`src/cache_pkg.sv`:
```
package cache_pkg;

    // cache geometry.
    localparam int CACHE_WAYS = 2;
    localparam int CACHE_SETS = 16;
    localparam int LINE_WORDS = 8;

    // derived field widths of the host byte address.
    localparam int HOST_AW   = 17;
    localparam int SET_W     = $clog2(CACHE_SETS);
    localparam int WSEL_W    = $clog2(LINE_WORDS);
    localparam int TAG_W     = HOST_AW - SET_W - WSEL_W - 1;
    localparam int RAM_WORDS = CACHE_SETS * LINE_WORDS;

    typedef logic [HOST_AW-1:0]              host_addr_t;
    typedef logic [TAG_W-1:0]                tag_t;
    typedef logic [SET_W-1:0]                set_t;
    typedef logic [WSEL_W-1:0]               word_sel_t;
    typedef logic [SET_W+WSEL_W-1:0]         ram_addr_t;
    typedef logic [TAG_W+SET_W+WSEL_W-1:0]   sdram_addr_t;
    typedef logic [7:0]                      byte_t;
    typedef logic [15:0]                     word_t;

    typedef enum logic [2:0] {
        IDLE,
        LOOKUP,
        HIT_READ,
        HIT_WRITE,
        EVICT,
        FILL_REQ,
        FILL,
        FINISH
    } ctrl_state_t;

    function automatic tag_t addr_tag(host_addr_t a);
        return a[HOST_AW-1 -: TAG_W];
    endfunction

    function automatic set_t addr_set(host_addr_t a);
        return a[WSEL_W+1 +: SET_W];
    endfunction

    function automatic word_sel_t addr_word(host_addr_t a);
        return a[1 +: WSEL_W];
    endfunction

    // byte 0 of a word sits in the upper half.
    function automatic byte_t word_byte(word_t w, logic lsb);
        return lsb ? w[7:0] : w[15:8];
    endfunction

endpackage

```
`src/cache_spram.sv`:
```
module cache_spram import cache_pkg::*; (
    input  logic       sys_clk,
    input  ram_addr_t  addr,
    input  word_t      wdata,
    input  logic [1:0] we,
    output word_t      q
);

    word_t mem [RAM_WORDS];

    // registered read that returns the old word when written in the same cycle.
    always_ff @(posedge sys_clk) begin
        if (we[1]) begin
            mem[addr][15:8] <= wdata[15:8];
        end
        if (we[0]) begin
            mem[addr][7:0] <= wdata[7:0];
        end
        q <= mem[addr];
    end

endmodule

```
`config.mk`:
```
export PLATFORM = sky130hd
export DESIGN_NAME = cache_spram
export DESIGN_NICKNAME = d
export VERILOG_FILES = /design/src/cache_pkg.sv /design/src/cache_spram.sv
export SDC_FILE = /design/constraint.sdc
export NUM_CORES = 2
export LEC_CHECK = 0
export ABC_CLOCK_PERIOD_IN_PS = 4000
export BUFFER_PORTS_ARGS = -buffer_cell sky130_fd_sc_hd__buf_4
export CAP_MARGIN = 5
export CORE_ASPECT_RATIO = 1.5
export CORE_MARGIN = 5
export CORE_UTILIZATION = 55
export DETAILED_ROUTE_END_ITERATION = 16
export PLACE_DENSITY = 0.71
export SYNTH_ARGS = -nofsm -noshare
export SYNTH_HDL_FRONTEND = slang
export SYNTH_SLANG_ARGS = --single-unit
```
`constraint.sdc`:
```
create_clock -name sys_clk -period 4 [get_ports sys_clk]
set_clock_uncertainty 0.2 [all_clocks]
set_input_delay 0.8 -clock sys_clk [delete_from_list [all_inputs] [get_ports sys_clk]]
set_output_delay 0.8 -clock sys_clk [all_outputs]
set_load 0.005 [all_outputs]
```
==> flow_summary.ini <==
[worst_setup_path]
cp_slowest_cell = sky130_fd_sc_hd__o41ai_1
critical_path.reg2reg.endpoint = q[5]
r2r_slack_ns = 1.18
r2r.worst_path.cells = 7
critPathMaxStageDelay_ns = 1.31
worstPathBufferInverterCount = 5
crit_chain = buf_8 -> buf_12 -> and3_4 -> buf_12 -> buf_4 -> buf_4 -> a22oi_1 -> nand3_1 -> a221oi_1 -> o41ai_1 -> a32o_1
path_class = primary input to register
critical_path_s_top_delay_family = compound AO/OA/AOI/OAI gates
startpoint_type = primary input
timing.critical_path.fanout_max = 23
worstPathRequired_ns = 4.56
critPathArrivalTime_ns = 4.28
worstReg2RegStart = mem[85][5]
crit_path_end_kind = register

[route]
final_antenna_net_count = 0
vias = 50000
detailedRoute.firstIterationViolations = 7063
dr.pass1.iters = 6
routed_via_density = 6.84
route.detailed.drc = 0
finalWirelength_um = 243000
post_drt_wl_per_cell_um = 33.3

[floorplanning]
die-height_um = 477
fp-row-count = 171
initial_core_util_pct = 55.2
core_area_um2 = 145000
die-width_um = 321
design.die.area_um2 = 153000
ioPinCount = 42

[cts]
clkSlewWorstSetupHoldPaths_ns = 0.07
cts-buffers-inserted = 178
clock_insertion_delay_worst_skew_ns = 0.84
clock_tree.htree_level_count = 4
clock_tree.root_cell = sky130_fd_sc_hd__clkbuf_16
cts_tree = done
post-cts-setup-buffers = 0
cts_max_path_buffers = 3
cts_hold_buffers = 0
clock-sinks = 2064
post_cts_resize_count = 0

[worst_hold_path]
hold-path-endpoint = mem[60][5]
hp-class = primary input to register
hold_depth = 1
hp-start = wdata[5]

[grt]
grt_pass1_wl_um = 347000
grt_max_degree = 129
antenna_found_initial = 9
gr-usage-all-layers_pct = 31.2
first_global_vias = 49600
grt-ovfl-total = 0

[cells_and_area]
fraction_of_layout_cells_with_a_size_suffix_above_1_pct = 19.1
layoutNonFillerInstCount = 7314
final_core_utilization_pct = 63.2
syn2layout_area_growth_pct = 14.6
num-nets-final = 5288
final_layout_fill_cell_count = 10200

[synth]
area_share_of_the_leading_cell_type_in_the_synthesized_netlist_pct = 77.0
yosysWarnings = 0
syn-mean-instance-area_um2 = 16.4
seq_area_frac_synth_pct = 77.4
total_standard_cell_area_after_synthesis_um2 = 79800
synth.largest_area_cell = sky130_fd_sc_hd__edfxtp_1
synth_seq_cells = 2064
ys_types = 67
synth_enable_flop_cells = 2048
post_synth_inst_count = 4871
synth_flop_cell = sky130_fd_sc_hd__edfxtp_1
synthTopCellsByArea = sky130_fd_sc_hd__edfxtp_1 (77%), sky130_fd_sc_hd__a22oi_1 (3.2%), sky130_fd_sc_hd__a221oi_1 (2.6%)
synth_nets = 4897
post_synthesis_async_set_or_reset_flop_share_pct = 0

[status]
run_status = complete, but fails checks
violations = capacitance limit, slew limit

[placed_design]
gpl.final_weighted_congestion = 0.927
io_buffers = 41
dpl.hpwl_um = 156000
place_inst = 6985
preCtsSetupSlack_ns = -0.372

[pwr]
ir_drop_v = 0.000495
static-leakage-power_uw = 0.0295
p_per_area_nw_per_um2 = 477

[run]
maxCapViolCount = 2

[sta]
slew-limit-headroom_pct = -2.20
setup-tns-final_ns = 0
max_freq_ghz = 0.269
finalCriticalPeriod_ns = 3.71
period_share_pct = 92.9
report.final.hold_viol_count = 0
timing.final.max_slew_violations = 15
worst_pin_slew_ns = 1.51
finalSetupViolCount = 0
final_critical_path_setup_slack_ns = 0.286
rsz0062_at_grt = false
[cell type report]
cell class              instances  area (um^2)  area share, %
repair buffers                596         5350           5.85
diodes                          7         17.5         0.0192
flip-flops and latches       2064        61800           67.6
multi-input cells            2415        16300           17.8
clock buffers                 229         4740           5.18
well taps                    1903         2380           2.60
clock inverters                93          863          0.944
inverters                       7         36.3         0.0397
[synthesized netlist by cell type (10+ instances only)]
library cell and count:
sky130_fd_sc_hd__o22a_1 11, sky130_fd_sc_hd__a221oi_1 240, sky130_fd_sc_hd__clkbuf_1 144, sky130_fd_sc_hd__a222oi_1 15, sky130_fd_sc_hd__a22oi_1 344, sky130_fd_sc_hd__edfxtp_1 2048, sky130_fd_sc_hd__o211ai_1 12, sky130_fd_sc_hd__dfxtp_1 16
sky130_fd_sc_hd__mux2i_1 135, sky130_fd_sc_hd__a22o_1 11, sky130_fd_sc_hd__buf_1 29, sky130_fd_sc_hd__mux4_2 17, sky130_fd_sc_hd__o221ai_1 41, sky130_fd_sc_hd__a221o_1 34, sky130_fd_sc_hd__o21ai_0 172, sky130_fd_sc_hd__nor2b_1 12
sky130_fd_sc_hd__nand3_1 32, sky130_fd_sc_hd__o31ai_1 14, sky130_fd_sc_hd__buf_6 10, sky130_fd_sc_hd__o22ai_1 89, sky130_fd_sc_hd__buf_4 26, sky130_fd_sc_hd__buf_2 176, sky130_fd_sc_hd__nor2_1 460, sky130_fd_sc_hd__nand2_1 137
sky130_fd_sc_hd__mux2_2 131, sky130_fd_sc_hd__a21oi_1 363, sky130_fd_sc_hd__o2111ai_1 13
[how the worst max path moves through the flow]
stage	start	endpoint	slack, ns	cells after the start
3_3_place_gp	addr[2]	q[5]	-0.32	10
2_1_floorplan	addr[2]	mem[77][0]	0.83	9
3_5_place_dp	addr[2]	q[5]	-0.37	10
5_1_grt	addr[2]	q[5]	0.45	11
4_1_cts	addr[2]	q[5]	0.50	10
6_report	addr[2]	q[5]	0.29	11
[cells by family after synthesis]
| kind of cell | count (synthesis) | share of synthesized area, % |
|---|---|---|
| DFF | 2064 | 77.4 |
| AOI/OAI and AO/OA | 1458 | 12.7 |
| and+or+nand+nor | 663 | 3.29 |
| buffers and inverters | 392 | 2.34 |
| muxes | 294 | 4.19 |
[state kept, by name, summed over array words and instances (netlist names)]
name and cells:
q 16, mem 2048
[per-stage QoR]
step	hold WS, ns	cell area, um^2	power [uW]
floorplan	0.419	79800	25600
global placement	0.582	85800	27200
detailed placement	0.595	85800	27200
CTS	0.135	91400	43600
global route	0.164	91400	44700
finish	0.183	91500	43600
[power by group]
group,internal (uW),total [uW],switching (uW)
logic,846,2850,2010
clock network,9070,16800,7730
registers,23900,24000,86.7
total,33800,43600,9820
[per-layer routing]
| metal | track usage [%] | share of wire [%] |
|---|---|---|
| met1 | 37.9 | 33 |
| met2 | 50.6 | 48 |
| met3 | 6.29 | 10 |
| met4 | 21.5 | 8.9 |
| met5 | 0 | 0.014 |
[cells in the final DEF (no fill, tap or decap), types with 14 or more instances in the layout]
master,count
sky130_fd_sc_hd__edfxtp_1,2048
sky130_fd_sc_hd__buf_4,525
sky130_fd_sc_hd__nor2_1,455
sky130_fd_sc_hd__a21oi_1,363
sky130_fd_sc_hd__a22oi_1,344
sky130_fd_sc_hd__a221oi_1,240
sky130_fd_sc_hd__clkbuf_16,180
sky130_fd_sc_hd__o21ai_0,172
sky130_fd_sc_hd__nand2_1,135
sky130_fd_sc_hd__mux2i_1,135
sky130_fd_sc_hd__mux2_2,131
sky130_fd_sc_hd__o22ai_1,89
sky130_fd_sc_hd__buf_12,68
sky130_fd_sc_hd__clkbuf_1,44
sky130_fd_sc_hd__o221ai_1,41
sky130_fd_sc_hd__clkinv_1,34
sky130_fd_sc_hd__a221o_1,34
sky130_fd_sc_hd__nand3_1,32
sky130_fd_sc_hd__clkinv_2,32
sky130_fd_sc_hd__mux4_2,17
sky130_fd_sc_hd__dfxtp_1,16
sky130_fd_sc_hd__a222oi_1,15
sky130_fd_sc_hd__o31ai_1,14
Note: power is estimated with default switching activity, not from simulation.
