`src/cache_pkg.sv`:
```
package cache_pkg;

    // cache geometry.
    localparam int CACHE_WAYS = 2;
    localparam int CACHE_SETS = 16;
    localparam int LINE_WORDS = 8;

    // derived field widths of the host byte address.
    localparam int HOST_AW   = 17;
    localparam int SET_W     = $clog2(CACHE_SETS);
    localparam int WSEL_W    = $clog2(LINE_WORDS);
    localparam int TAG_W     = HOST_AW - SET_W - WSEL_W - 1;
    localparam int RAM_WORDS = CACHE_SETS * LINE_WORDS;

    typedef logic [HOST_AW-1:0]              host_addr_t;
    typedef logic [TAG_W-1:0]                tag_t;
    typedef logic [SET_W-1:0]                set_t;
    typedef logic [WSEL_W-1:0]               word_sel_t;
    typedef logic [SET_W+WSEL_W-1:0]         ram_addr_t;
    typedef logic [TAG_W+SET_W+WSEL_W-1:0]   sdram_addr_t;
    typedef logic [7:0]                      byte_t;
    typedef logic [15:0]                     word_t;

    typedef enum logic [2:0] {
        IDLE,
        LOOKUP,
        HIT_READ,
        HIT_WRITE,
        EVICT,
        FILL_REQ,
        FILL,
        FINISH
    } ctrl_state_t;

    function automatic tag_t addr_tag(host_addr_t a);
        return a[HOST_AW-1 -: TAG_W];
    endfunction

    function automatic set_t addr_set(host_addr_t a);
        return a[WSEL_W+1 +: SET_W];
    endfunction

    function automatic word_sel_t addr_word(host_addr_t a);
        return a[1 +: WSEL_W];
    endfunction

    // byte 0 of a word sits in the upper half.
    function automatic byte_t word_byte(word_t w, logic lsb);
        return lsb ? w[7:0] : w[15:8];
    endfunction

endpackage

```
`src/cache_ctrl.sv`:
```
module cache_ctrl import cache_pkg::*; #(
    parameter bit READ_FORWARD = 1'b1
) (
    input  logic        sys_clk,
    input  logic        reset_n,
    // host side.
    input  host_addr_t  address,
    input  byte_t       data_write,
    input  logic        read_req,
    input  logic        write_req,
    output logic        read_ack,
    output byte_t       data_read,
    output logic        write_ack,
    // SDRAM side.
    output sdram_addr_t sdram_address,
    output word_t       sdram_data_write,
    input  word_t       sdram_data_read,
    output logic        sdram_read_req,
    output logic        sdram_write_req,
    input  logic        sdram_read_ack,
    input  logic        sdram_write_ack,
    // tag store.
    output set_t        set_sel,
    output tag_t        lookup_tag,
    output logic        way_sel,
    output logic        set_valid,
    output logic        set_dirty,
    output logic        touch,
    input  logic        hit_w0,
    input  logic        hit_w1,
    input  logic        victim_way,
    input  logic        victim_dirty,
    input  tag_t        victim_tag,
    // data RAMs.
    output ram_addr_t   ram_addr,
    output word_t       ram_wdata,
    output logic [1:0]  ram_we_w0,
    output logic [1:0]  ram_we_w1,
    input  word_t       q_w0,
    input  word_t       q_w1
);

    localparam word_sel_t LAST_WORD = word_sel_t'(LINE_WORDS - 1);

    ctrl_state_t state;

    host_addr_t req_addr;
    byte_t      req_data;
    logic       req_write;
    logic       pend_valid;
    host_addr_t pend_addr;
    byte_t      pend_data;
    logic       pend_write;
    // hit way after a hit, victim way after a miss.
    logic       way_q;
    // word counter for both the write-back and the fill.
    word_sel_t  cnt;

    logic       new_req;
    logic       hit;
    logic       word_match;
    logic       fill_last;
    logic       wb_last;
    logic       take_input;
    logic       take_pend;
    logic       hold_pend;
    word_t      way_data;
    word_t      fill_word;
    logic [1:0] ram_we;

    assign new_req    = read_req | write_req;
    assign hit        = hit_w0 | hit_w1;
    assign word_match = (cnt == addr_word(req_addr));
    assign fill_last  = (state == FILL) && sdram_read_ack && (cnt == LAST_WORD);
    assign wb_last    = (state == EVICT) && sdram_write_ack && (cnt == LAST_WORD);

    // a request comes straight from the bus or from the pending slot after a fill.
    assign take_input = ((state == IDLE || state == FINISH) && new_req) ||
                        (fill_last && !pend_valid && new_req);
    assign take_pend  = fill_last && pend_valid;
    assign hold_pend  = (state == FILL) && !fill_last && new_req;

    assign way_data         = way_q ? q_w1 : q_w0;
    assign sdram_data_write = way_data;

    // merge the host byte into the incoming word on a write miss.
    always_comb begin
        fill_word = sdram_data_read;
        if (req_write && word_match) begin
            if (req_addr[0]) begin
                fill_word[7:0] = req_data;
            end else begin
                fill_word[15:8] = req_data;
            end
        end
    end

    always_comb begin
        ram_addr  = {addr_set(req_addr), addr_word(req_addr)};
        ram_wdata = {req_data, req_data};
        ram_we    = 2'b00;
        case (state)
            HIT_WRITE: begin
                ram_we = req_addr[0] ? 2'b01 : 2'b10;
            end
            EVICT: begin
                // read one word ahead so the next word is on the bus after each ack.
                ram_addr = {addr_set(req_addr),
                            sdram_write_ack ? word_sel_t'(cnt + 1'b1) : cnt};
            end
            FILL: begin
                ram_addr  = {addr_set(req_addr), cnt};
                ram_wdata = fill_word;
                if (sdram_read_ack) begin
                    ram_we = 2'b11;
                end
            end
            default: begin
            end
        endcase
    end

    assign ram_we_w0 = way_q ? 2'b00 : ram_we;
    assign ram_we_w1 = way_q ? ram_we : 2'b00;

    assign set_sel    = addr_set(req_addr);
    assign lookup_tag = addr_tag(req_addr);
    assign way_sel    = (state == LOOKUP) ? hit_w1 : way_q;
    assign touch      = ((state == LOOKUP) && hit) || fill_last;
    assign set_valid  = fill_last;
    assign set_dirty  = (state == HIT_WRITE) || (fill_last && req_write);

    always_ff @(posedge sys_clk or negedge reset_n) begin
        if (!reset_n) begin
            state           <= IDLE;
            read_ack        <= 1'b0;
            write_ack       <= 1'b0;
            sdram_read_req  <= 1'b0;
            sdram_write_req <= 1'b0;
            pend_valid      <= 1'b0;
            way_q           <= 1'b0;
            cnt             <= '0;
        end else begin
            read_ack  <= 1'b0;
            write_ack <= 1'b0;
            case (state)
                IDLE, FINISH: begin
                    state <= new_req ? LOOKUP : IDLE;
                end
                LOOKUP: begin
                    cnt <= '0;
                    if (hit) begin
                        way_q <= hit_w1;
                        state <= req_write ? HIT_WRITE : HIT_READ;
                    end else begin
                        way_q <= victim_way;
                        state <= victim_dirty ? EVICT : FILL_REQ;
                    end
                end
                HIT_READ: begin
                    read_ack <= 1'b1;
                    state    <= FINISH;
                end
                HIT_WRITE: begin
                    write_ack <= 1'b1;
                    state     <= FINISH;
                end
                EVICT: begin
                    if (sdram_write_ack) begin
                        cnt <= word_sel_t'(cnt + 1'b1);
                    end
                    if (wb_last) begin
                        sdram_write_req <= 1'b0;
                        state           <= FILL_REQ;
                    end else begin
                        sdram_write_req <= 1'b1;
                    end
                end
                FILL_REQ: begin
                    cnt            <= '0;
                    sdram_read_req <= 1'b1;
                    state          <= FILL;
                end
                FILL: begin
                    if (sdram_read_ack) begin
                        cnt <= word_sel_t'(cnt + 1'b1);
                        if (!req_write && (READ_FORWARD ? word_match : fill_last)) begin
                            read_ack <= 1'b1;
                        end
                    end
                    if (fill_last) begin
                        sdram_read_req <= 1'b0;
                        write_ack      <= req_write;
                        pend_valid     <= 1'b0;
                        state          <= (take_pend || take_input) ? LOOKUP : FINISH;
                    end else if (hold_pend) begin
                        pend_valid <= 1'b1;
                    end
                end
                default: begin
                    state <= IDLE;
                end
            endcase
        end
    end

    always_ff @(posedge sys_clk) begin
        if (take_pend) begin
            req_addr  <= pend_addr;
            req_data  <= pend_data;
            req_write <= pend_write;
        end else if (take_input) begin
            req_addr  <= address;
            req_data  <= data_write;
            req_write <= write_req;
        end
        if (hold_pend) begin
            pend_addr  <= address;
            pend_data  <= data_write;
            pend_write <= write_req;
        end
        // write-back base first, then the fill base.
        if (state == LOOKUP) begin
            sdram_address <= {victim_tag, addr_set(req_addr), word_sel_t'(0)};
        end else if (state == FILL_REQ) begin
            sdram_address <= {addr_tag(req_addr), addr_set(req_addr), word_sel_t'(0)};
        end
        if (state == HIT_READ) begin
            data_read <= word_byte(way_data, req_addr[0]);
        end else if ((state == FILL) && sdram_read_ack && word_match && !req_write) begin
            data_read <= word_byte(sdram_data_read, req_addr[0]);
        end
    end

    a_sdram_excl: assert property (@(posedge sys_clk) disable iff (!reset_n)
        !(sdram_read_req && sdram_write_req));

    a_ack_excl: assert property (@(posedge sys_clk) disable iff (!reset_n)
        !(read_ack && write_ack));

endmodule

```
`config.mk`:
```
export PLATFORM = sky130hd
export DESIGN_NAME = cache_ctrl
export DESIGN_NICKNAME = d
export VERILOG_FILES = /design/src/cache_pkg.sv /design/src/cache_ctrl.sv
export SDC_FILE = /design/constraint.sdc
export NUM_CORES = 1
export LEC_CHECK = 0
export ABC_CLOCK_PERIOD_IN_PS = 8960
export BUFFER_PORTS_ARGS = -buffer_cell sky130_fd_sc_hd__buf_2
export CELL_PAD_IN_SITES_DETAIL_PLACEMENT = 2
export CELL_PAD_IN_SITES_GLOBAL_PLACEMENT = 2
export CORE_MARGIN = 2
export CORE_UTILIZATION = 34
export CTS_BUF_LIST = sky130_fd_sc_hd__clkbuf_16
export CTS_CLUSTER_DIAMETER = 60
export DETAILED_ROUTE_END_ITERATION = 8
export PLACE_DENSITY = 0.94
export SLEW_MARGIN = 40
export SYNTH_ARGS = -nofsm -noshare
export SYNTH_HDL_FRONTEND = slang
export SYNTH_SLANG_ARGS = --single-unit
export TNS_END_PERCENT = 10
```
`constraint.sdc`:
```
create_clock -name sys_clk -period 8.96 [get_ports sys_clk]
set_input_delay 0.896 -clock sys_clk [delete_from_list [all_inputs] [get_ports sys_clk]]
set_output_delay 0.896 -clock sys_clk [all_outputs]
set_load 0.03 [all_outputs]
```
==> flow_summary.toml <==
[outcome]
status = "completed"

[timing]
slew_headroom = 0.4576
max_freq_mhz = 275.7
fin_crit_ps = 3628
final_max_slew_viol_count = 0
fin_worst_skew_ps = 10.32
rsz0062_at_grt = "no"
setup_viol = 0
finalCritPeriodShare = 0.4049
tightest_slew_ps = 810.1
hold_viol_final = 0
tns_ps = 0
setup_ws_ps = 5332

[route]
first_iter_violations = 97
ant_nets = 0
wl_mm = 13.69
route.detailed.drc = 0
drtPass1Iterations = 4
vias = 3184
post_drt_wl_per_cell_microns = 21.25
vias_per_cell = 4.944

[cts]
clkLatencyLatePin_ps = 350
clockBufferDepth = 2
cts_tree = "yes"
clk_pin_slew_worst_paths_ps = 60
root_buffer = "clkbuf_16"
cts_htree_levels = 3
cts_resized = 0
hold_buffers = 0
clock-sinks = 85
cts_buffers = 9
post_cts_buffers = 0

[global_routing]
grt_max_degree = 27
antenna_found_initial = 1
grt_remaining_overflow = 0
grtUsageTotal = 0.1999
grt_pass1_vias = 3649
grt_pass1_wl_mm = 21.15

[yosys]
yosysWarnings = 0
synth_cell_types = 46
ys_ff_latch = 85
yosysSeqAreaShare = 0.5626
syn_avg_cell_area_sq_um = 14.34
syn_inst = 309
netlist_area_sq_um = 4430

[floorplan]
die_h_microns = 118.2
row_count = 41
die_x_microns = 118.2
initial_utilization = 0.3497
die-area_sq_um = 13960
core_area_sq_um = 12670
ios = 180

[layout]
seqCellArea_sq_um = 2494
syn2layout_area_growth_pct = 27.39
multi_input_area_sq_um = 1707
fin_nets = 560
final_util = 0.4454
drive_above_1_share = 0.5626
num-fill-cells = 1293

[flow_run]
cap_violations = 0

[power_and_ir_drop]
p_int_mw = 1.082
p_leak_nw = 2.480
pwr-share-seq = 0.360
powerDensity_nw_per_um2 = 334.1
p_clk_frac = 0.200
vdd_drop_max_uv = 114.5
pwr-share-comb = 0.440
p_sw_frac = 0.4264
power_switching_uw = 804.0

[worst_hold_path]
hold_path_class = "in -> async"

[placement]
post-place-ws_ps = 5691
gp_congestion = 0.8801
numPortBuffers = 176
dp_hpwl_mm = 10.67

[setup_path]
endpoint_kind = "output port"
r2r_setup_slack_ps = 6430
cp-start-kind = "flip-flop"
arrival_ps = 2730
worstPathMaxFanout = 22
path_class = "reg -> out"
required_ps = 8060
[worst paths after layout]
path / start / depth (start not counted) / end
worst min register to register: req_addr[6]$_DFFE_PP_ / 0 / sdram_address[5]$_DFFE_PP_
worst min-delay path: reset_n / 1 / pend_valid$_DFFE_PN0P_
worst max register to register: state[1]$_DFFE_PN0P_ / 3 / data_read[7]$_DFFE_PP_
min in group sys_clk: req_addr[6]$_DFFE_PP_ / 0 / sdram_address[5]$_DFFE_PP_
max in group asynchronous: reset_n / 1 / way_q$_DFFE_PN0P_
worst max-delay path: state[1]$_DFFE_PN0P_ / 4 / ram_wdata[8]
[layer usage]
metal  share of wire  wire length [microns]  global-route usage  up-vias
met4           0.016                    224             0.06024        0
met5               0                      0                   0        -
met3           0.064                    882             0.05985       14
met1            0.37                   5101              0.2093     1584
li1                -                      -                   -     1454
met2            0.55                   7477              0.3804      132
[sequential cells by signal (all words and copies together), names as in the netlist, 3 cells and up]
signal         flops
data_read          8
sdram_address     13
req_data           8
state              3
pend_addr         17
cnt                3
pend_data          8
req_addr          17
[cell families after synthesis]
group,Yosys count,synth area share
AOI/OAI and AO/OA,34,0.05535
xor gates and xnor gates,4,0.007907
adders and majority gates,2,0.005647
buffers and inverters,40,0.06269
DFF,85,0.5626
muxes,67,0.2194
other,1,0.0008464
and+or+nand+nor,76,0.08557
[metrics by stage]
| stage | std cells | hold slack, ps | area, sq um | power (mW) |
|---|---|---|---|---|
| after floorplan | 311 | 452.6 | 4438 | 1.282 |
| after global placement | 626 | 452.4 | 5310 | 1.468 |
| final | 644 | 442.7 | 5644 | 1.886 |
| after detailed placement | 627 | 472.6 | 5336 | 1.528 |
| after global routing | 644 | 451.0 | 5644 | 1.986 |
| after CTS | 643 | 437.4 | 5637 | 1.916 |
[critical path: stages (launching register included)]
cell and delay [ps]:
dfrtp_1 840, nand3b_1 320, a41oi_2 620, mux2_2 420, buf_2 180
[layout make-up]
type / instances / area share
Antenna cell: 1 / 0.0004434
Timing Repair Buffer: 178 / 0.1601
Multi-Input combinational cell: 186 / 0.3024
Tap cell: 172 / 0.03813
Clock buffer: 9 / 0.03990
Sequential cell: 85 / 0.4418
Inverter: 6 / 0.003990
Clock inverter: 7 / 0.01330
[cells in the mapped netlist, drive strengths merged]
master  number  area (sq um)
a21oi        6         30.03
o211a        1         10.01
a22o         3         26.28
buf         31         244.0
and2         2         12.51
nand2b       3         18.77
and4b        1         10.01
nand3b       2         15.01
nand3        5         37.54
a31oi        3         18.77
and3         1         6.260
o22ai        1         6.260
nor3         3         15.01
inv          6         22.52
ha           2         25.02
edfxtp      73          2192
or3          2         12.51
nand2       38         142.6
mux4         8         206.5
dfrtp       12         300.3
o21bai       3         22.52
a211o        1         8.760
a31o         1         8.760
a21boi       2         15.01
xnor2        4         35.03
mux2        59         765.7
a211oi       1         7.510
nor3b        2         20.02
or3b         2         17.52
a22oi        2         15.01
o21a         1         7.510
nor2b        6         37.54
o31ai        3         22.52
conb         1         3.750
a41oi        1         16.27
a41o         1         10.01
clkbuf       3         11.26
o21ai        4         20.02
nor2         9         33.78
[power by group through the flow]
stage / Clock (mW) / Combinational (mW) / Sequential (mW)
4_1_cts: 0.390 / 0.845 / 0.681
3_5_place_dp: 0 / 0.839 / 0.688
2_1_floorplan: 0 / 0.605 / 0.677
3_3_place_gp: 0 / 0.798 / 0.670
5_1_grt: 0.403 / 0.888 / 0.695
6_report: 0.377 / 0.829 / 0.680
[cell usage in the layout, fill, tap and decap left out, types with 5 or more instances in the layout]
cell type / instances
buf_2: 176
nor2b_1: 5
mux2_4: 27
mux4_1: 7
edfxtp_1: 73
mux2_2: 32
clkbuf_16: 9
inv_1: 7
nand2_1: 38
nor2_1: 9
a21oi_1: 6
dfrtp_1: 11
Note: power is estimated with default switching activity, not from simulation.
