[src/cache_pkg.sv]
package cache_pkg;

    // cache geometry.
    localparam int CACHE_WAYS = 2;
    localparam int CACHE_SETS = 16;
    localparam int LINE_WORDS = 8;

    // derived field widths of the host byte address.
    localparam int HOST_AW   = 17;
    localparam int SET_W     = $clog2(CACHE_SETS);
    localparam int WSEL_W    = $clog2(LINE_WORDS);
    localparam int TAG_W     = HOST_AW - SET_W - WSEL_W - 1;
    localparam int RAM_WORDS = CACHE_SETS * LINE_WORDS;

    typedef logic [HOST_AW-1:0]              host_addr_t;
    typedef logic [TAG_W-1:0]                tag_t;
    typedef logic [SET_W-1:0]                set_t;
    typedef logic [WSEL_W-1:0]               word_sel_t;
    typedef logic [SET_W+WSEL_W-1:0]         ram_addr_t;
    typedef logic [TAG_W+SET_W+WSEL_W-1:0]   sdram_addr_t;
    typedef logic [7:0]                      byte_t;
    typedef logic [15:0]                     word_t;

    typedef enum logic [2:0] {
        IDLE,
        LOOKUP,
        HIT_READ,
        HIT_WRITE,
        EVICT,
        FILL_REQ,
        FILL,
        FINISH
    } ctrl_state_t;

    function automatic tag_t addr_tag(host_addr_t a);
        return a[HOST_AW-1 -: TAG_W];
    endfunction

    function automatic set_t addr_set(host_addr_t a);
        return a[WSEL_W+1 +: SET_W];
    endfunction

    function automatic word_sel_t addr_word(host_addr_t a);
        return a[1 +: WSEL_W];
    endfunction

    // byte 0 of a word sits in the upper half.
    function automatic byte_t word_byte(word_t w, logic lsb);
        return lsb ? w[7:0] : w[15:8];
    endfunction

endpackage

[src/cache_tags.sv]
module cache_tags import cache_pkg::*; (
    input  logic sys_clk,
    input  logic reset_n,
    input  set_t set_sel,
    input  tag_t lookup_tag,
    input  logic way_sel,
    input  logic set_valid,
    input  logic set_dirty,
    input  logic touch,
    output logic hit_w0,
    output logic hit_w1,
    output logic victim_way,
    output logic victim_dirty,
    output tag_t victim_tag
);

    tag_t tag_mem [CACHE_WAYS][CACHE_SETS];

    logic [CACHE_WAYS-1:0][CACHE_SETS-1:0] valid_q;
    logic [CACHE_WAYS-1:0][CACHE_SETS-1:0] dirty_q;
    // each set keeps one bit that names its least recently used way.
    logic [CACHE_SETS-1:0]                 lru_q;

    logic [CACHE_WAYS-1:0] way_valid;
    logic [CACHE_WAYS-1:0] way_dirty;
    logic [CACHE_WAYS-1:0] way_hit;

    always_comb begin
        for (int w = 0; w < CACHE_WAYS; w++) begin
            way_valid[w] = valid_q[w][set_sel];
            way_dirty[w] = dirty_q[w][set_sel];
            way_hit[w]   = way_valid[w] && (tag_mem[w][set_sel] == lookup_tag);
        end
    end

    assign hit_w0 = way_hit[0];
    assign hit_w1 = way_hit[1];

    // empty way first, then the clean one of a mixed pair, then LRU.
    always_comb begin
        if (!way_valid[0]) begin
            victim_way = 1'b0;
        end else if (!way_valid[1]) begin
            victim_way = 1'b1;
        end else if (way_dirty[0] != way_dirty[1]) begin
            victim_way = way_dirty[0];
        end else begin
            victim_way = lru_q[set_sel];
        end
    end

    assign victim_dirty = way_valid[victim_way] && way_dirty[victim_way];
    assign victim_tag   = tag_mem[victim_way][set_sel];

    always_ff @(posedge sys_clk) begin
        if (set_valid) begin
            tag_mem[way_sel][set_sel] <= lookup_tag;
        end
    end

    always_ff @(posedge sys_clk or negedge reset_n) begin
        if (!reset_n) begin
            valid_q <= '0;
            dirty_q <= '0;
            lru_q   <= '0;
        end else begin
            if (set_valid) begin
                valid_q[way_sel][set_sel] <= 1'b1;
                dirty_q[way_sel][set_sel] <= 1'b0;
            end
            // a write miss marks the fresh line dirty in the same cycle.
            if (set_dirty) begin
                dirty_q[way_sel][set_sel] <= 1'b1;
            end
            if (touch) begin
                lru_q[set_sel] <= ~way_sel;
            end
        end
    end

    // the controller only fills on a miss, so a tag never lives in both ways.
    a_no_dup_tag: assert property (@(posedge sys_clk) disable iff (!reset_n)
        !(way_valid[0] && way_valid[1] && (tag_mem[0][set_sel] == tag_mem[1][set_sel])));

endmodule

[config.mk]
export PLATFORM = sky130hd
export DESIGN_NAME = cache_tags
export DESIGN_NICKNAME = d
export VERILOG_FILES = /design/src/cache_pkg.sv /design/src/cache_tags.sv
export SDC_FILE = /design/constraint.sdc
export NUM_CORES = 1
export LEC_CHECK = 0
export BUFFER_PORTS_ARGS = -buffer_cell sky130_fd_sc_hd__buf_2
export CAP_MARGIN = 20
export CORE_ASPECT_RATIO = 0.9
export CORE_MARGIN = 1
export CORE_UTILIZATION = 53
export CTS_CLUSTER_DIAMETER = 50
export CTS_CLUSTER_SIZE = 40
export DETAILED_ROUTE_END_ITERATION = 10
export GPL_TIMING_DRIVEN = 0
export PLACE_DENSITY_LB_ADDON = 0.2
export SLEW_MARGIN = 5
export SYNTH_ARGS = -nofsm -noshare
export SYNTH_HDL_FRONTEND = slang
export SYNTH_SLANG_ARGS = --single-unit
export TNS_END_PERCENT = 5
[constraint.sdc]
create_clock -name sys_clk -period 7.9 [get_ports sys_clk]
set_clock_uncertainty 0.15 [all_clocks]
set_input_delay 0.79 -clock sys_clk [delete_from_list [all_inputs] [get_ports sys_clk]]
set_output_delay 0.79 -clock sys_clk [all_outputs]
set_load 0.01 [all_outputs]
==> reports/metrics.cfg, run 1 <==
[outcome]
outcome = completed

[worst_setup_path]
crit_family = buffers and inverters
crit_type = in2out
cp-startpoint = set_sel[1]
cp.arrival_ns = 4.96
cp.depth = 10
ff2ff_path_depth = 1
end_kind = output port
worstPathRequired_ns = 6.96
r2r-end = valid_q[18]$_DFFE_PN0P_
endpoint = hit_w0
path_max_fanout = 10
ff2ff_setup_slack_ns = 6.96
cp_slowest_cell = buf_1
r2r-start = valid_q[18]$_DFFE_PN0P_
crit_buf_inv = 5
path_cells = buf_2 -> clkbuf_1 -> clkbuf_1 -> buf_1 -> mux4_2 -> mux4_2 -> xnor2_1 -> nand4_1 -> nor3_1 -> buf_2
cpPeakStageDelay_ns = 0.80
critical_path.startpoint_type = primary input

[clock_network]
cts_setup_buffers = 0
clockRootBuffer = clkbuf_16
clockBufferDepth = 3
cts_hold_buf = 0
numCtsBuffers = 34
cts_resized = 0
cts_tree = yes
clk_latency_ns = 0.50
clkTransAtPathRegs_ns = 0.06
h-tree-depth = 2
clock_sinks = 368

[logic_synthesis]
yosys.area.top_type = edfxtp_1
seq_area_frac_synth = 0.685
synthArstFlopShare = 0.217
syn_area_um2 = 15500
synth-edff-count = 288
avgSynthCellArea_um2 = 17.0
synth.area.top_cells = edfxtp_1 (56%), mux4_2 (16%), dfrtp_1 (13%), nand2_1 (3.4%), mux2i_1 (2.3%)
synth.net_count = 936
ys_ff_latch = 368
synth_flop_cell = edfxtp_1
synth_warnings = 0
yosysUniqueCellTypes = 33
syn_inst = 917
synth_top_area_frac = 0.556

[cells_and_area]
multi_input_area_um2 = 4540
diodes = 0
nets = 1010
final_cells = 1411
nFillCells = 2145
syn2layout_area_growth_pct = 12.0
regArea_um2 = 10700
layout-drive-gt1-share = 0.229

[sta]
final-setup-viol-count = 0
worst_pin_slew_ns = 1.06
tns_ns = 0
fin_crit_ns = 5.90
max_freq_mhz = 169
rsz0062_at_grt = false
drv_slew = 0
fin_crit_sh = 0.747
hold_violations = 0
max-slew-margin-rel = 0.292

[pwr]
irDropWorstVdd_mv = 0.155
leakage_nw = 6.11
powerDensity_nw_per_um2 = 254

[grt]
grt_usage = 0.256
grt_antenna_before_repair = 0
grt_pass1_wl_um = 54700
gr-total-overflow = 0
grt_pass1_vias = 8336
grt_max_degree = 59

[routing]
vias = 8554
route.detailed.drc = 0
wl_um = 37000
viasPerCell = 6.06
drt_iter0_drc = 860
final_antenna_net_count = 0
wl_per_cell_um = 26.2
firstDrtPassIters = 5

[floorplanning]
die_h_um = 164
pin_count = 32
initial_core_util = 0.539
die-area_um2 = 30000
rows = 59
die_w_um = 183
core_area_um2 = 28900

[job]
max_cap_violations = 0

[placed_design]
port_buffers = 27
gp_congestion = 0.936
placedCellCount = 1343
dp_hpwl_um = 25800

[worst_hold_path]
min_path_type = in2async

-- report_power, final --
group	internal, W	total (W)	switching, W
Clock	0.000904	0.00163	0.000723
Sequential	0.00220	0.00225	0.0000504
Combinational	0.000256	0.000552	0.000297
Total	0.00336	0.00443	0.00107
-- synth_stat cells, types with 15 or more instances --
cell type,number
edfxtp_1,288
or2_2,15
nand2_1,139
dfrtp_1,80
xnor2_1,18
mux2i_1,36
inv_1,23
o21ai_0,49
nor2_1,19
clkbuf_1,30
mux4_2,112
nand2b_1,26
-- final cells by class --
class / instances / share of cell area
tap: 396 / 0.0285
sequential: 368 / 0.612
multi-input combinational: 471 / 0.261
clock buffer: 41 / 0.0516
timing repair buffer: 38 / 0.0147
buffer: 55 / 0.0157
clock inverter: 19 / 0.0119
inverter: 23 / 0.00496
-- logic make-up after synthesis --
family                 Yosys count  synth area share
flip-flops                     368             0.685
multiplexers                   148             0.185
buffers and inverters           78            0.0232
XOR/XNOR                        18            0.0101
AND/OR/NAND/NOR                236            0.0695
AO/OA/AOI/OAI                   69            0.0265
-- worst min path at each step --
| stage | startpoint | end | slack [ns] | cells past startpoint |
|---|---|---|---|---|
| 2_1_floorplan | valid_q[10]$_DFFE_PN0P_ | valid_q[10]$_DFFE_PN0P_ | 0.28 | 1 |
| 3_3_place_gp | valid_q[2]$_DFFE_PN0P_ | valid_q[2]$_DFFE_PN0P_ | 0.29 | 1 |
| 3_5_place_dp | valid_q[22]$_DFFE_PN0P_ | valid_q[22]$_DFFE_PN0P_ | 0.30 | 1 |
| 4_1_cts | reset_n | dirty_q[14]$_DFF_PN0_ | 0.03 | 1 |
| 5_1_grt | reset_n | dirty_q[14]$_DFF_PN0_ | 0.05 | 1 |
| 6_report | reset_n | dirty_q[14]$_DFF_PN0_ | 0.03 | 1 |
-- sequential cells by signal (all words and copies together), names as in the netlist --
name,count
lru_q,16
tag_mem,288
valid_q,32
dirty_q,32
-- per-stage QoR --
step | worst slack [ns] | hold slack, ns | instance area [µm²] | total power (W) | utilization
6_report | 2.00 | 0.0302 | 17400 | 0.00443 | 0.603
3_5_place_dp | 2.13 | 0.298 | 16200 | 0.00283 | 0.562
2_1_floorplan | 3.62 | 0.279 | 15500 | 0.00265 | -
3_3_place_gp | 2.14 | 0.293 | 16200 | 0.00282 | 0.560
4_1_cts | 2.12 | 0.0276 | 17300 | 0.00445 | 0.601
5_1_grt | 2.01 | 0.0533 | 17400 | 0.00458 | 0.603
-- layout by cell type (no fill, tap or decap), types with 12 or more instances in the layout --
cell type and n:
a22o_1 12, nand2b_1 26, buf_2 34, mux2i_1 36
nor2_1 19, clkbuf_1 36, edfxtp_1 288, nand2_1 139
o21ai_0 49, clkbuf_16 35, dfrtp_1 80, or2_2 15
inv_1 23, mux4_2 112, xnor2_1 18
-- metal layers --
| layer | vias to the layer above | track usage | share of wire |
|---|---|---|---|
| li1 | 3675 | - | - |
| met1 | 4428 | 0.399 | 0.45 |
| met2 | 402 | 0.377 | 0.45 |
| met3 | 49 | 0.0505 | 0.084 |
| met4 | 0 | 0.0554 | 0.014 |
| met5 | - | 0 | 0 |
Note: power is estimated with default switching activity, not from simulation.
==> run 2: changes to the inputs <==
==> constraint.sdc (replaced) <==
create_clock -name sys_clk -period 5.5 [get_ports sys_clk]
set_clock_uncertainty 0.15 [all_clocks]
set_input_delay 0.55 -clock sys_clk [delete_from_list [all_inputs] [get_ports sys_clk]]
set_output_delay 0.55 -clock sys_clk [all_outputs]
set_load 0.01 [all_outputs]
==> run 2 against run 1 <==
Net effect: register-to-register slack got worse by 2.4 ns; critical path depth unchanged; global-route usage about the same; cell area about the same; critical endpoint unchanged; sequential share of layout area about the same; utilization about the same; sequential power increased by 44%; non-clock buffer count increased by 1.
==> reports/metrics.cfg, run 2 (same netlist as run 1, synthesis figures left out) <==
[outcome]
outcome = completed

[clock_network]
numCtsBuffers = 34  ; unchanged
clkTransAtPathRegs_ns = 0.06  ; about the same
cts_tree = yes
h-tree-depth = 2  ; unchanged
cts_resized = 0  ; unchanged
clk_latency_ns = 0.50  ; about the same
clockRootBuffer = clkbuf_16
cts_hold_buf = 1  ; +1
clock_sinks = 368  ; unchanged
cts_setup_buffers = 0  ; unchanged
clockBufferDepth = 3  ; unchanged

[worst_hold_path]
min_path_type = in2reg

[worst_setup_path]
end_kind = output port
cp.arrival_ns = 4.66  ; -0.30 ns
critical_path.startpoint_type = primary input
cp_slowest_cell = buf_1
crit_type = in2out
path_max_fanout = 10  ; unchanged
cpPeakStageDelay_ns = 0.80  ; about the same
crit_buf_inv = 5  ; unchanged
path_cells = buf_2 -> clkbuf_1 -> clkbuf_1 -> buf_1 -> mux4_2 -> mux4_2 -> xnor2_1 -> nand4_1 -> nor3_1 -> buf_2
ff2ff_setup_slack_ns = 4.56  ; -2.40 ns
crit_family = buffers and inverters
worstPathRequired_ns = 4.80  ; -2.16 ns

[cells_and_area]
syn2layout_area_growth_pct = 12.1  ; about the same
multi_input_area_um2 = 4540  ; unchanged
layout_common_cells = edfxtp_1 (288), nand2_1 (139), mux4_2 (112), dfrtp_1 (80), o21ai_0 (49)
regArea_um2 = 10700  ; unchanged
diodes = 0  ; unchanged
final_common_cell = edfxtp_1
layout-drive-gt1-share = 0.228  ; about the same
nFillCells = 2144  ; -0.047%
final_area_um2 = 17400  ; about the same
largest-register = tag_mem
nets = 1011  ; +0.099%
largest_register_ffs = 288  ; unchanged
top_regs = tag_mem (288), dirty_q (32), valid_q (32)

[floorplanning]
die_h_um = 164  ; unchanged
initial_core_util = 0.539  ; unchanged
die_w_um = 183  ; unchanged
rows = 59  ; unchanged
pin_count = 32  ; unchanged
core_area_um2 = 28900  ; unchanged
die-area_um2 = 30000  ; unchanged

[pwr]
clkPwrFrac = 0.367  ; about the same
p_total_w = 0.00636  ; +44%
swShare = 0.242  ; about the same
switchingPower_w = 0.00154  ; +44%
combPwrFrac = 0.125  ; about the same
irDropWorstVdd_mv = 0.223  ; +44%
p_int_w = 0.00483  ; +44%
powerDensity_nw_per_um2 = 365  ; +44%
seq_power_share = 0.508  ; about the same
leakage_nw = 6.11  ; about the same

[routing]
firstDrtPassIters = 5  ; unchanged
route.detailed.drc = 0  ; unchanged
vias = 8487  ; -0.78%
wl_per_cell_um = 26.2  ; about the same
viasPerCell = 6.01  ; -0.85%
wl_um = 37000  ; +0.10%
final_antenna_net_count = 0  ; unchanged
drt_iter0_drc = 1033  ; +20%

[placed_design]
port_buffers = 27  ; unchanged
placed_area_um2 = 16200  ; unchanged
gp_congestion = 0.936  ; unchanged
dp_hpwl_um = 25800  ; unchanged

[grt]
grt_pass1_wl_um = 54700  ; about the same
gr-total-overflow = 0  ; unchanged
grt_usage = 0.256  ; about the same
grt_pass1_vias = 8341  ; +0.060%
grt_antenna_before_repair = 0  ; unchanged
grt_max_degree = 59  ; unchanged

[sta]
tns_ns = 0  ; unchanged
fin_crit_ns = 5.36
hold_violations = 0  ; unchanged
rsz0062_at_grt = false
max_freq_mhz = 186
drv_slew = 0  ; unchanged
final-setup-viol-count = 0  ; unchanged
fin_crit_sh = 0.975
worst_pin_slew_ns = 1.05  ; -0.00468 ns
max-slew-margin-rel = 0.296  ; +0.00313

[job]
max_cap_violations = 0  ; unchanged

## run 2: cell types whose count changed in the layout (fill, tap and decap cells not counted)
cell,delta
dlygate4sd3_1,+1
## run 2: layer usage
layer / wire length [µm] / vias to the layer above / GRT usage
met5: 0 / - / 0
met4: 529 / 0 / 0.0554
met3: 3260 / 48 / 0.0505
li1: - / 3682 / -
met2: 16700 / 399 / 0.378
met1: 16500 / 4358 / 0.399
## run 2: power by group through the flow
stage	Sequential (W)	Clock [W]	Combinational, W
finish	0.00323	0.00234	0.000794
global route	0.00325	0.00248	0.000848
CTS	0.00323	0.00238	0.000787
detailed placement	0.00329	0	0.000783
global placement	0.00328	0	0.000767
floorplan	0.00326	0	0.000540
## run 2: worst paths after layout
check / cells after the start / to / start
setup reg to reg: 1 / valid_q[11]$_DFFE_PN0P_ / valid_q[11]$_DFFE_PN0P_
hold / removal: 3 / lru_q[0]$_DFFE_PN0P_ / touch
setup / recovery: 10 / hit_w0 / set_sel[1]
max in group asynchronous: 3 / valid_q[26]$_DFFE_PN0P_ / reset_n
min in group asynchronous: 2 / dirty_q[14]$_DFF_PN0_ / reset_n
hold reg to reg: 1 / valid_q[3]$_DFFE_PN0P_ / valid_q[3]$_DFFE_PN0P_
## run 2: final cells by class
cell class              instances  share of cell area
clock buffers                  41              0.0516
well taps                     396              0.0284
inverters                      23             0.00496
repair buffers                 39              0.0152
clock inverters                19              0.0119
multi-input cells             471               0.261
plain buffers                  55              0.0157
flip-flops and latches        368               0.611
## run 2: worst min-delay path, stage by stage
cell,delay [ns]
buf_2,0.16
nand2_1,0.09
o21ai_0,0.07
## run 2: through the flow
stage,utilization,std cells,worst slack [ns],hold slack (ns)
after detailed placement,0.562,1343,0.212,0.298
after CTS,0.601,1404,0.203,0.236
after floorplan,-,917,1.70,0.104
after global placement,0.560,1340,0.217,0.293
after global routing,0.604,1412,0.0921,0.269
final,0.604,1412,0.137,0.260
==> run 3: changes to the inputs <==
--- a/config.mk
+++ b/config.mk
@@ -5,6 +5,7 @@
 export SDC_FILE = /design/constraint.sdc
 export NUM_CORES = 1
 export LEC_CHECK = 0
+export ABC_AREA = 1
 export BUFFER_PORTS_ARGS = -buffer_cell sky130_fd_sc_hd__buf_2
 export CAP_MARGIN = 20
 export CORE_ASPECT_RATIO = 0.9
==> run 3 against run 2 <==
Net effect: worst hold slack better by 0.024 ns; fmax up 29%; via count is 41% higher; critical endpoint is now victim_tag[4]; highest routed layer unchanged.
==> reports/metrics.cfg, run 3 <==
[sta]
max_freq_mhz = 240  ; +29%
max-slew-margin-rel = 0.389  ; +0.0936
fin_crit_ns = 4.16  ; -1.20 ns
fin_crit_sh = 0.757  ; -0.218
drv_slew = 0  ; unchanged
tns_ns = 0  ; unchanged
hold_violations = 0  ; unchanged
rsz0062_at_grt = false
final-setup-viol-count = 0  ; unchanged
worst_pin_slew_ns = 0.911  ; -0.141 ns

[logic_synthesis]
synth-xor-area-share = 0.00328  ; -0.00686
syn_inst = 1618  ; +76%
yosys.area.top_type = edfxtp_1
synth-edff-count = 288  ; unchanged
avgSynthCellArea_um2 = 9.91  ; -42%
synth.most_common_cell = nand2_1
synth.net_count = 1637  ; +75%
synth.area.mux_share = 0  ; -0.185
ys_top_cells_by_count = nand2_1 (634), edfxtp_1 (288), inv_1 (162)
synth_top_family_by_area = simple AND/OR/NAND/NOR gates
seq_area_frac_synth = 0.664  ; -0.0209
yosysUniqueCellTypes = 32  ; -3.0%
synthAdderAreaFrac = 0  ; unchanged
synthArstFlopShare = 0.217  ; unchanged
synth_flop_cell = edfxtp_1
synth_warnings = 0  ; unchanged
syn_area_um2 = 16000  ; +3.1%
synth-compound-area-share = 0.0402  ; +0.0137
synth_top_area_frac = 0.539  ; -0.0169
synth.area.top_cells = edfxtp_1 (54%), nand2_1 (15%), dfrtp_1 (12%), inv_1 (3.8%), nand4_1 (2.4%)
yosys.area_share.simple = 0.231  ; +0.161
ys_ff_latch = 368  ; unchanged

[worst_setup_path]
path_max_fanout = 10  ; unchanged
crit_type = in2out
worstPathRequired_ns = 4.80  ; about the same
cp.arrival_ns = 3.46  ; -1.20 ns
ff2ff_setup_slack_ns = 4.55  ; about the same
r2r-end = valid_q[25]$_DFFE_PN0P_
critical_path.startpoint_type = primary input
ff2ff_path_depth = 1  ; unchanged
end_kind = output port
r2r-start = valid_q[25]$_DFFE_PN0P_

[cells_and_area]
final_cells = 2148  ; +52%
diodes = 0  ; unchanged
top_regs = tag_mem (288), dirty_q (32), valid_q (32)
layout-drive-gt1-share = 0.124  ; -0.105
nets = 1738  ; +72%
largest_register_ffs = 288  ; unchanged
final_common_cell = nand2_1
largest-register = tag_mem
layout_common_cells = nand2_1 (634), edfxtp_1 (288), inv_1 (162), dfrtp_1 (80), nand3_1 (76)
syn2layout_area_growth_pct = 14.6

[floorplanning]
die-area_um2 = 30900  ; +3.1%
pin_count = 32  ; unchanged
core_area_um2 = 29800  ; +3.3%
die_h_um = 167  ; +1.5%
rows = 60  ; +1.7%
die_w_um = 185  ; +1.5%
initial_core_util = 0.538  ; -0.000606

[placed_design]
gp_congestion = 0.969  ; +3.5%
port_buffers = 29  ; +7.4%
placedCellCount = 2082  ; +55%
dp_hpwl_um = 33400  ; +30%

[grt]
grt_pass1_wl_um = 70800  ; +29%
gr-total-overflow = 0  ; unchanged
grt_antenna_before_repair = 0  ; unchanged
grt_usage = 0.320  ; +0.0640
grt_pass1_vias = 11600  ; +39%
grt_max_degree = 59  ; unchanged

[worst_hold_path]
min_path_type = in2reg
hp-start = touch
min_to = lru_q[3]$_DFFE_PN0P_
hold_depth = 3  ; unchanged

[routing]
route.detailed.drc = 0  ; unchanged
wl_um = 48000  ; +30%
viasPerCell = 5.59  ; -7.0%
firstDrtPassIters = 5  ; unchanged
drt_iter0_drc = 1259  ; +22%
wl_per_cell_um = 22.3  ; -15%
final_antenna_net_count = 0  ; unchanged
vias = 12000  ; +41%

[clock_network]
cts_tree = yes
h-tree-depth = 2  ; unchanged
clockBufferDepth = 3  ; unchanged
clkTransAtPathRegs_ns = 0.06  ; about the same
clockRootBuffer = clkbuf_16
clk_latency_ns = 0.52  ; +0.02 ns
clock_sinks = 368  ; unchanged
numCtsBuffers = 36  ; +5.9%
cts_setup_buffers = 0  ; unchanged

[job]
max_cap_violations = 0  ; unchanged

[pwr]
powerDensity_nw_per_um2 = 350  ; -4.1%
irDropWorstVdd_mv = 0.285  ; +28%
leakage_nw = 7.42  ; +21%

[outcome]
outcome = completed

==> run 3: cell types whose count changed in the layout (fill, tap and decap cells not counted), moves of 48 or more <==
cell | before | now
nand3_1 | 4 | 76
nand2_1 | 139 | 634
nand4_1 | 7 | 62
mux4_2 | 112 | 0
inv_1 | 23 | 162
nor2_1 | 19 | 67
==> run 3: logic make-up (layout without fill, tap and decap cells) <==
family / Yosys count / in the layout
AND/OR/NAND/NOR: 890 / 890
flip-flops: 368 / 368
buffers and inverters: 240 / 367
AO/OA/AOI/OAI: 114 / 114
XOR/XNOR: 6 / 6
==> run 3: layer usage <==
layer | share of wire | GRT usage | vias up
li1 | - | - | 5570
met1 | 0.41 | 0.436 | 5823
met2 | 0.48 | 0.519 | 513
met3 | 0.074 | 0.0448 | 95
met4 | 0.039 | 0.129 | 0
met5 | 0 | 0 | -
==> run 3: repair_timing <==
item | 4_1_cts | 5_1_grt
resized for setup | 0 | 0
setup endpoints to repair | 0 | 0
hold buffers | 1 | 0
endpoints found under the hold margin | 22 | 0
==> run 3: worst max-delay path, cell delays in order <==
cell and delay [ns]:
buf_2 0.12, nand2_1 0.27, inv_1 0.23, clkbuf_1 0.65, o21ai_1 0.20, nand4_2 0.23
buf_4 0.22, buf_2 0.29, nand3_1 0.14, nand3_1 0.10, nand2_1 0.06, inv_1 0.05
nand2_1 0.15, buf_2 0.19
==> run 3: worst max path at each step <==
| stage | startpoint | end | slack (ns) | cells after the start |
|---|---|---|---|---|
| 2_1_floorplan | set_sel[0] | hit_w0 | 2.66 | 12 |
| 4_1_cts | set_sel[2] | hit_w0 | 1.31 | 10 |
| 3_3_place_gp | set_sel[2] | dirty_q[2]$_DFF_PN0_ | 0.25 | 9 |
| 5_1_grt | set_sel[3] | victim_tag[4] | 1.29 | 14 |
| 3_5_place_dp | set_sel[2] | hit_w0 | 1.25 | 10 |
| 6_report | set_sel[3] | victim_tag[4] | 1.34 | 14 |
==> run 3: final cells by class <==
| cell class | count | area (µm²) |
|---|---|---|
| Tap cell | 403 | 504 |
| Sequential cell | 368 | 10700 |
| Clock inverter | 26 | 292 |
| Inverter | 168 | 631 |
| Multi-Input combinational cell | 1010 | 4560 |
| Timing Repair Buffer | 63 | 459 |
| Clock buffer | 38 | 930 |
| Fill cell | 2470 | 11400 |
| Buffer | 72 | 350 |
==> run 3: where the power goes <==
part,switching [W],internal (W)
registers,0.0000560,0.00312
clock network,0.00115,0.00138
logic,0.000511,0.000215
total,0.00172,0.00472
==> run 3: stage by stage <==
step                      worst slack [ns]  total power, W  cell area (µm²)  utilization  hold slack, ns
final                                 1.34         0.00643            18400        0.617           0.284
after global routing                  1.29         0.00664            18400        0.617           0.315
after CTS                             1.31         0.00644            18400        0.616           0.274
after detailed placement              1.25         0.00395            17100        0.575           0.287
after global placement               0.248         0.00393            16700        0.560           0.281
after floorplan                       2.66         0.00366            16000            -           0.104
